**src/prog_chan_config.svh**
```systemverilog
`ifndef PROG_CHAN_CONFIG_SVH
`define PROG_CHAN_CONFIG_SVH

// extra cycles c_progb stays low once every channel shows init low
`define PROG_HOLD_CYCLES 16

`define OP_WRITE_ENABLE   8'h06    // write enable latch
`define OP_WRITE_EXT_ADDR 8'hC5    // write extended address register
`define OP_READ           8'h03    // plain read

`define NBITS_WREN     12'd7       // bits sent after the store, opcode only
`define NBITS_EXT_ADDR 12'd15      // opcode plus one register byte

// image start addresses, all inside the upper 16 MB of the flash
`define ADDR_SYNC  24'h00_0000
`define ADDR_ASYNC 24'h2E_0000
`define ADDR_CBUF  24'h5C_0000
`define ADDR_STRG  24'h8A_0000

`define EXT_ADDR_UPPER 24'h01_0000 // register byte 01 selects the upper half

`endif

```
**src/prog_chan_pkg.sv**
```systemverilog
package prog_chan_pkg;

    typedef logic [31:0] flash_cmd_t;   // word placed in the flash write buffer
    typedef logic [11:0] flash_nbits_t; // number of bits to send
    typedef logic [23:0] flash_addr_t;
    typedef logic [7:0]  flash_op_t;
    typedef logic [4:0]  chan_mask_t;   // one bit per channel FPGA
    typedef logic [3:0]  hold_count_t;

    // command selected for a store or a send
    typedef enum logic [2:0] {
        cmd_none,
        cmd_wren,
        cmd_ext_set,
        cmd_ext_clr,
        cmd_read
    } cmd_sel_t;

    typedef enum logic [3:0] {
        st_idle,
        st_store_wren1,
        st_send_wren1,
        st_store_ext1,
        st_send_ext1,
        st_store_read,
        st_start,         // progb low, waiting for all init lines low
        st_hold,
        st_wait_init,
        st_load,          // bitstream streaming to the channels
        st_wait_done,
        st_store_wren2,
        st_send_wren2,
        st_store_ext0,
        st_send_ext0,
        st_done
    } seq_state_t;

endpackage

```
**src/cfg_port_if.sv**
```systemverilog
`timescale 1ns/10ps

interface cfg_port_if;

    logic progb_low;     // request to hold the channels in configuration reset
    logic stream_en;     // route the flash bitstream to c_din
    logic all_init_low;
    logic all_init_high;
    logic all_done;
    logic hold_done;     // reset pulse has met its minimum width

    modport sequencer (
        output progb_low,
        output stream_en,
        input  all_init_low,
        input  all_init_high,
        input  all_done,
        input  hold_done
    );

    modport port (
        input  progb_low,
        input  stream_en,
        output all_init_low,
        output all_init_high,
        output all_done,
        output hold_done
    );

endinterface

```
**src/flash_req_if.sv**
```systemverilog
`timescale 1ns/10ps

// command requests from the sequencer towards the flash interface
interface flash_req_if;
    import prog_chan_pkg::*;

    cmd_sel_t cmd_sel;   // which command word and bit count
    logic     store_req; // one cycle, store word in write buffer
    logic     send_req;  // held until end_write_command
    logic     read_req;  // held until end_bitstream

    modport sequencer (
        output cmd_sel,
        output store_req,
        output send_req,
        output read_req
    );

    modport builder (
        input  cmd_sel,
        input  store_req,
        input  send_req,
        input  read_req
    );

endinterface

```
**src/chan_cfg_port.sv**
```systemverilog
`timescale 1ns/10ps
`include "prog_chan_config.svh"

module chan_cfg_port (
    input  logic                      clk,
    input  logic                      reset,
    input  prog_chan_pkg::chan_mask_t initb,
    input  prog_chan_pkg::chan_mask_t prog_done,
    input  logic                      bitstream,
    cfg_port_if.port                  cfg,
    output logic                      c_progb,
    output logic                      c_din
);
    import prog_chan_pkg::*;

    localparam hold_count_t HOLD_LAST = hold_count_t'(`PROG_HOLD_CYCLES - 1);

    chan_mask_t  initb_sync;
    chan_mask_t  done_sync;
    hold_count_t hold_cnt;
    logic        hold_flag;
    logic        count_en;
    logic        hold_last;

    // channel status lines come from another clock domain
    always_ff @(posedge clk) begin
        initb_sync <= initb;
        done_sync  <= prog_done;
    end

    assign cfg.all_init_low  = (initb_sync == '0);
    assign cfg.all_init_high = &initb_sync;
    assign cfg.all_done      = &done_sync;
    assign cfg.hold_done     = hold_flag;

    assign count_en  = cfg.progb_low && cfg.all_init_low && !hold_flag;
    assign hold_last = count_en && (hold_cnt == HOLD_LAST);

    always_ff @(posedge clk) begin
        if (reset) begin
            hold_cnt  <= '0;
            hold_flag <= 1'b0;
        end else if (!cfg.progb_low) begin
            hold_cnt  <= '0;                 // ready for the next run
            hold_flag <= 1'b0;
        end else if (hold_last) begin
            hold_flag <= 1'b1;
        end else if (count_en) begin
            hold_cnt <= hold_cnt + 1'b1;
        end
    end

    always_ff @(posedge clk) begin
        if (reset) begin
            c_progb <= 1'b1;
            c_din   <= 1'b1;
        end else begin
            // release progb on the last hold cycle, not one later
            c_progb <= !(cfg.progb_low && !hold_flag && !hold_last);
            c_din   <= cfg.stream_en ? bitstream : 1'b1;
        end
    end

endmodule

```
**src/flash_cmd_builder.sv**
```systemverilog
`timescale 1ns/10ps
`include "prog_chan_config.svh"

module flash_cmd_builder (
    input  logic                        clk,
    input  logic                        reset,
    input  logic                        async_mode,
    input  logic                        cbuf_mode,
    input  logic                        strg_mode,
    flash_req_if.builder                req,
    output logic                        store_flash_command,
    output logic                        send_write_command,
    output logic                        read_bitstream,
    output prog_chan_pkg::flash_cmd_t   flash_command,
    output prog_chan_pkg::flash_nbits_t flash_wr_nbits,
    output logic                        async_channels,
    output logic                        cbuf_channels
);
    import prog_chan_pkg::*;

    flash_addr_t  read_addr;
    flash_op_t    cmd_op;
    flash_addr_t  cmd_arg;
    flash_cmd_t   cmd_word;
    flash_nbits_t cmd_nbits;

    // image priority: async, cbuf, self trigger, then sync
    always_comb begin
        if (async_mode)
            read_addr = `ADDR_ASYNC;
        else if (cbuf_mode)
            read_addr = `ADDR_CBUF;
        else if (strg_mode)
            read_addr = `ADDR_STRG;
        else
            read_addr = `ADDR_SYNC;
    end

    always_comb begin
        cmd_op    = '0;
        cmd_arg   = '0;
        cmd_nbits = '0;
        case (req.cmd_sel)
            cmd_wren: begin
                cmd_op    = `OP_WRITE_ENABLE;
                cmd_nbits = `NBITS_WREN;
            end
            cmd_ext_set: begin
                cmd_op    = `OP_WRITE_EXT_ADDR;
                cmd_arg   = `EXT_ADDR_UPPER;
                cmd_nbits = `NBITS_EXT_ADDR;
            end
            cmd_ext_clr: begin
                cmd_op    = `OP_WRITE_EXT_ADDR; // register back to zero
                cmd_nbits = `NBITS_EXT_ADDR;
            end
            cmd_read: begin
                cmd_op  = `OP_READ;
                cmd_arg = read_addr;            // bit count comes from the flash side
            end
            default: begin
                cmd_op = '0;
            end
        endcase
    end

    assign cmd_word = {cmd_op, cmd_arg};

    always_ff @(posedge clk) begin
        if (reset) begin
            store_flash_command <= 1'b0;
            send_write_command  <= 1'b0;
            read_bitstream      <= 1'b0;
            async_channels      <= 1'b0;
            cbuf_channels       <= 1'b0;
        end else begin
            store_flash_command <= req.store_req;
            send_write_command  <= req.send_req;
            read_bitstream      <= req.read_req;
            if (req.store_req && (req.cmd_sel == cmd_read)) begin
                async_channels <= async_mode; // flags name the image actually read
                cbuf_channels  <= cbuf_mode;
            end
        end
    end

    always_ff @(posedge clk) begin
        flash_command  <= req.store_req ? cmd_word : '0;
        flash_wr_nbits <= req.send_req ? cmd_nbits : '0;
    end

endmodule

```
**src/prog_channels.sv**
```systemverilog
`timescale 1ns/10ps

module prog_channels (
    input  logic                        clk,
    input  logic                        reset,
    input  logic                        async_mode,
    input  logic                        cbuf_mode,
    input  logic                        strg_mode,
    input  logic                        prog_chan_start,
    input  logic                        bitstream,
    input  logic                        end_write_command,
    input  logic                        end_bitstream,
    input  prog_chan_pkg::chan_mask_t   initb,
    input  prog_chan_pkg::chan_mask_t   prog_done,
    output logic                        c_progb,
    output logic                        c_clk,
    output logic                        c_din,
    output logic                        store_flash_command,
    output logic                        send_write_command,
    output logic                        read_bitstream,
    output logic                        prog_chan_in_progress,
    output logic                        prog_chan_done,
    output logic                        async_channels,
    output logic                        cbuf_channels,
    output prog_chan_pkg::flash_cmd_t   flash_command,
    output prog_chan_pkg::flash_nbits_t flash_wr_nbits
);

    flash_req_if freq ();
    cfg_port_if  cfg ();

    assign c_clk = ~clk; // channels sample c_din mid-cycle

    prog_sequencer u_sequencer (
        .clk                   (clk),
        .reset                 (reset),
        .prog_chan_start       (prog_chan_start),
        .end_write_command     (end_write_command),
        .end_bitstream         (end_bitstream),
        .freq                  (freq.sequencer),
        .cfg                   (cfg.sequencer),
        .prog_chan_in_progress (prog_chan_in_progress),
        .prog_chan_done        (prog_chan_done)
    );

    flash_cmd_builder u_builder (
        .clk                 (clk),
        .reset               (reset),
        .async_mode          (async_mode),
        .cbuf_mode           (cbuf_mode),
        .strg_mode           (strg_mode),
        .req                 (freq.builder),
        .store_flash_command (store_flash_command),
        .send_write_command  (send_write_command),
        .read_bitstream      (read_bitstream),
        .flash_command       (flash_command),
        .flash_wr_nbits      (flash_wr_nbits),
        .async_channels      (async_channels),
        .cbuf_channels       (cbuf_channels)
    );

    chan_cfg_port u_cfg_port (
        .clk       (clk),
        .reset     (reset),
        .initb     (initb),
        .prog_done (prog_done),
        .bitstream (bitstream),
        .cfg       (cfg.port),
        .c_progb   (c_progb),
        .c_din     (c_din)
    );

endmodule

```
**src/prog_sequencer.sv**
```systemverilog
`timescale 1ns/10ps

module prog_sequencer (
    input  logic                clk,
    input  logic                reset,
    input  logic                prog_chan_start,
    input  logic                end_write_command,
    input  logic                end_bitstream,
    flash_req_if.sequencer      freq,
    cfg_port_if.sequencer       cfg,
    output logic                prog_chan_in_progress,
    output logic                prog_chan_done
);
    import prog_chan_pkg::*;

    seq_state_t state;
    seq_state_t next_state;

    always_ff @(posedge clk) begin
        if (reset) begin
            state                 <= st_idle;
            prog_chan_in_progress <= 1'b0;
            prog_chan_done        <= 1'b0;
        end else begin
            state                 <= next_state;
            // registered so both line up with the builder outputs
            prog_chan_in_progress <= (state != st_idle) && (state != st_done);
            prog_chan_done        <= (state == st_done);
        end
    end

    always_comb begin
        next_state = state;
        case (state)
            st_idle:        if (prog_chan_start) next_state = st_store_wren1;
            st_store_wren1: next_state = st_send_wren1;
            st_send_wren1:  if (end_write_command) next_state = st_store_ext1;
            st_store_ext1:  next_state = st_send_ext1;
            st_send_ext1:   if (end_write_command) next_state = st_store_read;
            st_store_read:  next_state = st_start;
            st_start:       if (cfg.all_init_low) next_state = st_hold;
            st_hold:        if (cfg.hold_done) next_state = st_wait_init;
            st_wait_init:   if (cfg.all_init_high) next_state = st_load;
            st_load:        if (end_bitstream) next_state = st_wait_done;
            st_wait_done:   if (cfg.all_done) next_state = st_store_wren2;
            st_store_wren2: next_state = st_send_wren2;
            st_send_wren2:  if (end_write_command) next_state = st_store_ext0;
            st_store_ext0:  next_state = st_send_ext0;
            st_send_ext0:   if (end_write_command) next_state = st_done;
            st_done:        if (!prog_chan_start) next_state = st_idle; // wait for start to fall
            default:        next_state = st_idle;
        endcase
    end

    // requests decode from the state, the held ones drop with their end signal
    always_comb begin
        freq.cmd_sel   = cmd_none;
        freq.store_req = 1'b0;
        freq.send_req  = 1'b0;
        freq.read_req  = 1'b0;
        cfg.progb_low  = 1'b0;
        cfg.stream_en  = 1'b0;
        case (state)
            st_store_wren1, st_store_wren2: begin
                freq.cmd_sel   = cmd_wren;
                freq.store_req = 1'b1;
            end
            st_send_wren1, st_send_wren2: begin
                freq.cmd_sel  = cmd_wren;
                freq.send_req = !end_write_command;
            end
            st_store_ext1: begin
                freq.cmd_sel   = cmd_ext_set;
                freq.store_req = 1'b1;
            end
            st_send_ext1: begin
                freq.cmd_sel  = cmd_ext_set;
                freq.send_req = !end_write_command;
            end
            st_store_ext0: begin
                freq.cmd_sel   = cmd_ext_clr;
                freq.store_req = 1'b1;
            end
            st_send_ext0: begin
                freq.cmd_sel  = cmd_ext_clr;
                freq.send_req = !end_write_command;
            end
            st_store_read: begin
                freq.cmd_sel   = cmd_read;
                freq.store_req = 1'b1;
            end
            st_start, st_hold: begin
                cfg.progb_low = 1'b1;
            end
            st_load: begin
                freq.read_req = !end_bitstream;
                cfg.stream_en = !end_bitstream; // same edge as read_bitstream
            end
            default: begin
                freq.cmd_sel = cmd_none;
            end
        endcase
    end

endmodule
```
**config.mk**
```make
export PLATFORM = sky130hd
export DESIGN_NAME = prog_channels
export DESIGN_NICKNAME = d
export VERILOG_FILES = /design/src/prog_chan_pkg.sv /design/src/cfg_port_if.sv /design/src/flash_req_if.sv /design/src/chan_cfg_port.sv /design/src/flash_cmd_builder.sv /design/src/prog_channels.sv /design/src/prog_sequencer.sv
export VERILOG_INCLUDE_DIRS = /design/src
export SDC_FILE = /design/constraint.sdc
export NUM_CORES = 1
export LEC_CHECK = 0
export BUFFER_PORTS_ARGS = -buffer_cell sky130_fd_sc_hd__buf_2
export CAP_MARGIN = 10
export CORE_MARGIN = 5
export CORE_UTILIZATION = 45
export CTS_BUF_LIST = sky130_fd_sc_hd__clkbuf_8
export CTS_CLUSTER_DIAMETER = 120
export DETAILED_ROUTE_END_ITERATION = 7
export PLACE_DENSITY = 0.78
export SYNTH_ARGS = -nofsm -noshare
export SYNTH_HDL_FRONTEND = slang
export SYNTH_HIERARCHICAL = 1
export SYNTH_SLANG_ARGS = --single-unit
```
**constraint.sdc**
```tcl
create_clock -name clk -period 2.79 [get_ports clk]
set_input_delay 0.279 -clock clk [delete_from_list [all_inputs] [get_ports clk]]
set_output_delay 0.279 -clock clk [all_outputs]
set_load 0.02 [all_outputs]
```
==> results of run 1 <==
sequential cells by signal (all words and copies together), names as in the netlist:
name	count
u_builder/async_channels	1
u_builder/cbuf_channels	1
u_builder/flash_command	11
u_builder/flash_wr_nbits	2
u_builder/read_bitstream	1
u_builder/send_write_command	1
u_builder/store_flash_command	1
u_cfg_port/c_din	1
u_cfg_port/c_progb	1
u_cfg_port/cfg.hold_done	1
u_cfg_port/done_sync	5
u_cfg_port/hold_cnt	4
u_cfg_port/initb_sync	5
u_sequencer/prog_chan_done	1
u_sequencer/prog_chan_in_progress	1
u_sequencer/state	4
cell families (layout without fill, tap and decap cells):
| logic type | after synthesis | after routing | synth area share [%] |
|---|---|---|---|
| xor gates and xnor gates | 6 | 6 | 2.76 |
| other | 1 | 27 | 0.197 |
| DFF | 41 | 41 | 43.1 |
| muxes | 6 | 6 | 3.55 |
| buffers and inverters | 43 | 58 | 15.8 |
| AOI/OAI and AO/OA | 19 | 19 | 7.10 |
| adders and majority gates | 1 | 1 | 0.657 |
| and+or+nand+nor | 83 | 83 | 26.8 |
Yosys cell counts, types with 3 or more instances:
master	count	area [um^2]
buf_4	33	248
nand2_1	11	41.3
xnor2_1	5	43.8
mux2i_1	3	30.0
clkbuf_1	3	11.3
nor3_1	7	35.0
nor3b_1	7	52.6
nor2b_1	9	56.3
a21oi_1	6	30.0
nor2_1	14	52.6
nand3_1	6	30.0
inv_1	4	15.0
or3_1	3	18.8
nand3b_1	3	22.5
dfxtp_1	41	821
nand2b_1	6	37.5
layout by cell type, fill, tap and decap left out, types with 2 or more instances in the layout:
master / count
buf_2: 45
dfxtp_1: 41
conb_1: 27
nor2_1: 14
nand2_1: 11
nor2b_1: 9
nor3b_1: 7
nor3_1: 7
nand2b_1: 6
nand3_1: 6
a21oi_1: 6
clkbuf_8: 5
xnor2_1: 5
inv_1: 4
nand3b_1: 3
mux2i_1: 3
or3_1: 3
and3b_1: 2
and3_1: 2
or3_4: 2
o21ai_0: 2
mux2_1: 2
or4_1: 2
buf_4: 2
through the flow:
step / cell area (um^2) / std cells / util, %
finish: 2120 / 291 / 52.3
floorplan: 2000 / 226 / -
CTS: 2120 / 291 / 52.3
global route: 2120 / 291 / 52.3
detailed placement: 2020 / 284 / 49.7
global placement: 2020 / 284 / 49.7
where the power goes:
group	internal [mW]	total, mW	switching (mW)
Sequential	0.643	0.697	0.0537
Clock	0.271	0.492	0.221
Combinational	0.197	0.468	0.271
Total	1.11	1.66	0.546
cell type report:
| type | count | share of cell area, % |
|---|---|---|
| timing repair buffer | 46 | 11.1 |
| sequential | 41 | 38.7 |
| tap | 50 | 2.95 |
| clock inverter | 3 | 1.77 |
| clock buffer | 6 | 3.48 |
| multi-input combinational | 142 | 41.5 |
| inverter | 3 | 0.531 |
worst reg2reg max path: cells and delay by family (launching register included):
| family | cells | cell delay, ns |
|---|---|---|
| flops | 1 | 0.45 |
| simple gates | 4 | 1.45 |
| compound gates | 1 | 0.13 |
| buf+inv | 1 | 0.13 |
per-layer routing:
layer	vias up	part of all wire (%)	global-route usage, %
met5	-	0	0
met4	0	1.5	7.11
met3	4	9.0	3.87
met2	52	47	19.5
met1	613	42	13.7
li1	701	-	-
how the worst max path moves through the flow:
stage	to	startpoint	slack, ns	cells after the start
4_1_cts	u_cfg_port/hold_cnt[3]	u_sequencer/state[3]	0.56	6
3_3_place_gp	u_cfg_port/hold_cnt[3]	u_sequencer/state[3]	0.66	6
2_1_floorplan	u_cfg_port/hold_cnt[3]	u_sequencer/state[2]	0.85	7
3_5_place_dp	u_cfg_port/hold_cnt[3]	u_sequencer/state[3]	0.57	6
5_1_grt	u_builder/flash_command[22]	u_sequencer/state[0]	0.34	4
6_report	u_cfg_port/hold_cnt[3]	u_sequencer/state[3]	0.56	6
==> flow_summary.yaml, run 1 <==
setup_path:
  reg2regPathDepth: 6
  r2r_start: "u_sequencer/state[3]"
  r2r-end: "u_cfg_port/hold_cnt[3]"
  slowest_delay_ns: 0.48
  cp.required_ns: 3.02
  worst_setup_path_end_kind: "flop"
  critPathKind: "flop to flop"
  r2r_slack_ns: 0.56
  crit_arrival_ns: 2.46
  path_delay_family: "simple AND/OR/NAND/NOR gates"
  crit_chain: "nand3b_1 > inv_1 > or4b_4 > or3_4 > or3_1 > a21oi_1"
  startpoint_type: "flop"
  path_max_fanout: 16
  critical_path_buf_inv_count: 1
  crit_slowest_cell: "or4b_4"
finish:
  area_growth_pct: 11.4
  drive_gt1_share_pct: 25.7
  multi_input_area_um2: 880
  fill_cells: 386
  nNetsFinal: 261
  register_area_um2: 821
  n_antenna_cell: 0
synth:
  netlist_area_mm2: 0.00190
  synthArstFlopShare_pct: 0
  yosysSeqAreaShare_pct: 43.1
  synthFlopType: "dfxtp_1"
  synth-seq-cells: 41
  yosysWarnings: 6
  synth_edf_count: 0
  synth_cell_types: 48
  syn_avg_cell_area_um2: 9.52
  syn_inst: 200
floorplan:
  start_util_pct: 46.9
  die_w_um: 75.1
  num_rows: 23
  core_area_mm2: 0.00406
  die_y_um: 75.1
  dieArea_mm2: 0.00563
  boundaryPins: 73
routing:
  drc: 0
  firstDrtPassIters: 4
  ant_nets: 0
  wl_mm: 3.36
  vias: 1370
  drt_iter0_markers: 80
  drt-wirelength-per-cell_um: 11.6
  viasPerCell: 4.71
timing:
  finalHoldViolations: 0
  fin_crit_ns: 2.23
  relSlewSlack_pct: 50.8
  tightest_slew_ns: 0.737
  fmax_mhz: 449
  whs_ns: 0.0818
  rsz0062_at_grt: "no"
  tns_ns: 0
  setup_viol: 0
  slew_viol_final: 0
  fin_crit_sh_pct: 79.8
  fin_ws_ns: 0.562
  final.setup_skew_ns: 0.00413
place:
  post-place-ws_ns: 0.565
  dp_hpwl_mm: 2.46
  io_buffers: 45
  place_congestion: 0.758
run:
  maxCapViolCount: 0
cts:
  ctsHoldBuffers: 0
  numCtsBuffers: 5
  cts_resized: 0
  cts.path.max_buffers: 2
  cts_setup_buffers: 0
  path_clk_slew_ns: 0.07
  cts-root-buf: "clkbuf_8"
  cts_tree: "done"
  insertion_delay_ns: 0.29
  htree_levels: 2
global_routing:
  grt_pass1_wl_mm: 5.05
  antenna_found_initial: 0
  grt_max_degree: 24
  first_global_vias: 1173
  grtUsageTotal_pct: 12.0
  grt_overflow: 0
power_and_ir_drop:
  power_mw: 1.66
  power.leakage_nw: 0.967
  ir_worst_vdd_mv: 0.314
  power_density_mw_per_mm2: 781
worst_hold_path:
  min_from: "prog_done[0]"
  worstHoldEndpoint: "u_cfg_port/done_sync[0]"
  hp-class: "input pin to flop"
  holdPathStages: 1
run_status:
  status: "complete, no violations"
No activity file was read; power rests on OpenSTA's default activity.
==> run 2: changes to the inputs <==
--- a/config.mk
+++ b/config.mk
@@ -13,7 +13,7 @@
 export CTS_BUF_LIST = sky130_fd_sc_hd__clkbuf_8
 export CTS_CLUSTER_DIAMETER = 120
 export DETAILED_ROUTE_END_ITERATION = 7
-export PLACE_DENSITY = 0.78
+export PLACE_DENSITY = 0.81
 export SYNTH_ARGS = -nofsm -noshare
 export SYNTH_HDL_FRONTEND = slang
 export SYNTH_HIERARCHICAL = 1
==> constraint.sdc (replaced) <==
create_clock -name clk -period 1.9 [get_ports clk]
set_input_delay 0.19 -clock clk [delete_from_list [all_inputs] [get_ports clk]]
set_output_delay 0.19 -clock clk [all_outputs]
set_load 0.02 [all_outputs]
==> flow_summary.yaml, run 2 (synthesized netlist as in run 1, its figures left out) <==
floorplan:
  num_rows: 23
  start_util_pct: 46.9
  die_y_um: 75.1
  boundaryPins: 73
  die_w_um: 75.1
  core_area_mm2: 0.00406
  dieArea_mm2: 0.00563
cts:
  cts-root-buf: "clkbuf_8"
  htree_levels: 2
  insertion_delay_ns: 0.29
  cts.path.max_buffers: 2
  path_clk_slew_ns: 0.07
  cts_tree: "done"
  numCtsBuffers: 5
routing:
  drt_iter0_markers: 94
  viasPerCell: 4.69
  drt-wirelength-per-cell_um: 12.0
  ant_nets: 0
  firstDrtPassIters: 4
  vias: 1482
  wl_mm: 3.79
  drc: 0
finish:
  nNetsFinal: 285
  area_growth_pct: 24.4
  final_common_cell: "buf_2"
  mostFrequentLayoutCells: "45 x buf_2, 39 x dfxtp_1, 27 x conb_1"
  n_antenna_cell: 0
  drive_gt1_share_pct: 32.0
  largestRegisters: "u_builder/flash_command (11), u_cfg_port/done_sync (5), u_cfg_port/initb_sync (5)"
  largest_register: "u_builder/flash_command"
  largest_reg_flops: 11
setup_path:
  critPathKind: "flop to flop"
  worst_setup_path_end_kind: "flop"
  r2r-end: "u_cfg_port/hold_cnt[3]"
  path_max_fanout: 2
  worstSetupEndpoint: "u_cfg_port/hold_cnt[3]"
  r2r_slack_ns: 0.01
  startpoint_type: "flop"
  reg2regPathDepth: 6
  startpoint: "u_sequencer/state[3]"
  crit_arrival_ns: 2.11
  r2r_start: "u_sequencer/state[3]"
  cp.required_ns: 2.12
global_routing:
  met2_usage_pct: 24.7
  grtUsageMet1_pct: 15.4
  first_global_vias: 1371
  groute.layer.met3.usage_pct: 3.47
  antenna_found_initial: 0
  top_usage_layer: "met2"
  grtUsageTotal_pct: 13.7
  grt_pass1_wl_mm: 5.97
  grt_overflow: 0
  grt_max_degree: 21
timing:
  whs_ns: 0.0138
  slew_viol_final: 0
  fin_ws_ns: 0.0137
  rsz0062_at_grt: "yes"
  fin_crit_ns: 1.89
  fmax_mhz: 530
  setup_viol: 0
  final.setup_skew_ns: 0.00560
  finalHoldViolations: 0
  fin_crit_sh_pct: 99.3
run_status:
  status: "complete, no violations"
power_and_ir_drop:
  ir_worst_vdd_mv: 0.518
  power_density_mw_per_mm2: 1080
  power.leakage_nw: 1.10
run:
  maxCapViolCount: 0
place:
  io_buffers: 45
  place_congestion: 0.814
  dp_hpwl_mm: 2.57
  post-place-ws_ns: -0.0207
worst_hold_path:
  hp-class: "input pin to flop"
==> run 2: changes by cell type in the layout (fill, tap and decap cells not counted), sizes merged <==
| cell | delta |
|---|---|
| clkbuf | +3 |
| buf | +15 |
| clkinv | -1 |
| dlygate4sd3 | +9 |
| bufinv | -1 |
==> run 2: timing repair <==
action	4_1_cts	5_1_grt
cloned	0	0
hold buffers	9	0
buffers inserted	4	2
hold endpoints to repair	9	0
endpoints found under the setup margin	2	18
resized for setup	8	2
pin swaps	4	3
==> run 2: worst max-delay path, stage by stage (launching register included) <==
cell and delay [ns]:
dfxtp_1 0.31, nand3b_1 0.20, inv_2 0.09, or4b_4 0.47, or3_4 0.34, or3_1 0.31, a21oi_1 0.11
==> run 2: cell type report <==
cell class                      count  area [um^2]
Multi-Input combinational cell    142          916
Timing Repair Buffer               70          438
Fill cell                         351         1690
Clock buffer                        9          115
Inverter                            3         11.3
Tap cell                           50         62.6
Sequential cell                    41          823
Clock inverter                      1         3.75
==> run 2: how the worst min path moves through the flow <==
stage                             from                        to  slack [ns]  cells past startpoint
final                         initb[1]  u_cfg_port/initb_sync[1]        0.01                      1
after global routing          initb[1]  u_cfg_port/initb_sync[1]       0.001                      1
after CTS                     initb[1]  u_cfg_port/initb_sync[1]       0.005                      1
after detailed placement      initb[3]  u_cfg_port/initb_sync[3]        0.29                      1
after global placement    prog_done[3]   u_cfg_port/done_sync[3]        0.29                      1
after floorplan           prog_done[0]   u_cfg_port/done_sync[0]        0.22                      0
==> run 2: per-stage QoR <==
step / cell area [um^2] / power, mW / instances / utilization, % / setup TNS (ns)
final: 2370 / 2.55 / 316 / 58.4 / 0
after global routing: 2370 / 2.72 / 316 / 58.4 / -0.0490
after CTS: 2350 / 2.56 / 314 / 58.0 / 0
after detailed placement: 2090 / 1.84 / 293 / 51.4 / -0.0207
after global placement: 2090 / 1.83 / 293 / 51.4 / 0
after floorplan: 2000 / 1.69 / 226 / - / -0.0437
==> run 2: layer usage <==
layer	up-vias	share of wire, %
li1	750	-
met1	677	39
met2	50	53
met3	5	7.0
met4	0	1.2
met5	-	0
==> run 2: report_power, final <==
part | internal, mW | switching (mW)
Clock | 0.384 | 0.326
Sequential | 0.947 | 0.0733
Combinational | 0.387 | 0.432
Total | 1.72 | 0.831
==> run 3: changes to the inputs <==
==> constraint.sdc (replaced) <==
create_clock -name clk -period 1.53 [get_ports clk]
set_input_delay 0.153 -clock clk [delete_from_list [all_inputs] [get_ports clk]]
set_output_delay 0.153 -clock clk [all_outputs]
set_load 0.02 [all_outputs]
==> flow_summary.yaml, run 3 (synthesized netlist as in run 1, its figures left out) <==
place:
  place_inst: 305
  io_buffers: 45
  placed_area_mm2: 0.00221
  place_congestion: 0.816
  post-place-ws_ns: -0.386
  dp_hpwl_mm: 2.75
finish:
  n_antenna_cell: 0
  nNetsFinal: 308
  largest_reg_flops: 11
  final_common_cell: "buf_2"
  largest_register: "u_builder/flash_command"
  mostFrequentLayoutCells: "45 x buf_2, 35 x dfxtp_1, 32 x buf_4"
  area_growth_pct: 44.3
  drive_gt1_share_pct: 47.1
  register_area_um2: 831
  design_area_mm2: 0.00275
  multi_input_area_mm2: 0.00108
  instances_no_fill: 339
  fin_util_pct: 67.7
  fill_cells: 294
  largestRegisters: "u_builder/flash_command (11), u_cfg_port/done_sync (5), u_cfg_port/initb_sync (5)"
cts:
  cts_tree: "done"
  cts.path.max_buffers: 2
  cts-root-buf: "clkbuf_8"
  htree_levels: 2
  path_clk_slew_ns: 0.08
  insertion_delay_ns: 0.30
  numCtsBuffers: 5
routing:
  vias: 1695
  firstDrtPassIters: 4
  drt_iter0_markers: 149
  ant_nets: 0
  viasPerCell: 5.00
  wl_mm: 5.26
  drc: 0
  drt-wirelength-per-cell_um: 15.5
setup_path:
  crit_slowest_cell: "or4b_4"
  critPathKind: "flop to flop"
  path_max_fanout: 2
  cp.required_ns: 1.76
  reg2regPathDepth: 6
  crit_arrival_ns: 2.21
  path_delay_family: "simple AND/OR/NAND/NOR gates"
  startpoint_type: "flop"
  r2r_slack_ns: -0.44
  crit_chain: "nand3b_1 > inv_2 > or4b_4 > or3_4 > or3_1 > a21oi_1"
  cp_num_cells: 6
  worst_setup_path_end_kind: "flop"
  critical_path_buf_inv_count: 1
  slowest_delay_ns: 0.47
run_status:
  status: "finished with violations"
  violations: "negative setup slack"
timing:
  setup_viol: 21
  final.setup_skew_ns: 0.00512
  fin_crit_sh_pct: 129
  rsz0062_at_grt: "yes"
  finalHoldViolations: 0
  fin_ws_ns: -0.441
  fmax_mhz: 507
  slew_viol_final: 0
  fin_crit_ns: 1.97
global_routing:
  grt_max_degree: 19
  grt_pass1_wl_mm: 8.13
  antenna_found_initial: 0
  first_global_vias: 1682
  grt_overflow: 0
  grtUsageTotal_pct: 19.4
floorplan:
  start_util_pct: 46.9
  die_y_um: 75.1
  dieArea_mm2: 0.00563
  die_w_um: 75.1
  core_area_mm2: 0.00406
  boundaryPins: 73
  num_rows: 23
power_and_ir_drop:
  power.leakage_nw: 1.25
  power_density_mw_per_mm2: 1330
  ir_worst_vdd_mv: 0.669
run:
  maxCapViolCount: 0
worst_hold_path:
  hp-class: "input pin to flop"
  holdPathStages: 2
[run 3: area by class of cell]
cell class,count,area share [%]
tap,50,2.28
inverter,3,0.410
clock inverter,4,1.59
timing repair buffer,93,23.5
sequential,41,30.2
clock buffer,6,2.69
multi-input combinational,142,39.3
[run 3: routing by layer]
metal / vias to the layer above / GRT usage, % / part of all wire (%)
met3: 17 / 4.01 / 6.5
li1: 800 / - / -
met5: - / 0 / 0
met1: 799 / 21.6 / 37
met2: 79 / 34.3 / 54
met4: 0 / 10.3 / 2.8
[run 3: repair_timing]
action                                  in CTS  in global routing
endpoints found under the setup margin      20                 25
buffers inserted                            14                  4
gates resized for setup                     39                 12
pin swaps                                   12                  6
endpoints found under the hold margin       10                  0
hold buffers                                10                  0
[run 3: final timing paths]
check / from / endpoint
setup / recovery: u_sequencer/state[3] / u_cfg_port/hold_cnt[3]
setup reg to reg: u_sequencer/state[3] / u_cfg_port/hold_cnt[3]
hold / removal: bitstream / u_cfg_port/c_din
hold reg to reg: u_builder/async_channels / u_builder/async_channels
[run 3: power by group]
part / total (mW) / leakage, nW / internal, mW / switching (mW)
registers: 1.25 / 0.337 / 1.19 / 0.0664
logic: 1.45 / 0.847 / 0.716 / 0.737
clock network: 0.942 / 0.0691 / 0.503 / 0.438
total: 3.65 / 1.25 / 2.40 / 1.24
[run 3: stage by stage]
step	hold WS (ns)	TNS [ns]	total power, mW
floorplan	0.181	-1.80	2.15
global route	0.0508	-4.81	3.82
detailed placement	0.257	-2.52	2.41
global placement	0.256	-1.76	2.38
finish	0.0613	-3.10	3.65
CTS	0.0582	-2.45	3.57
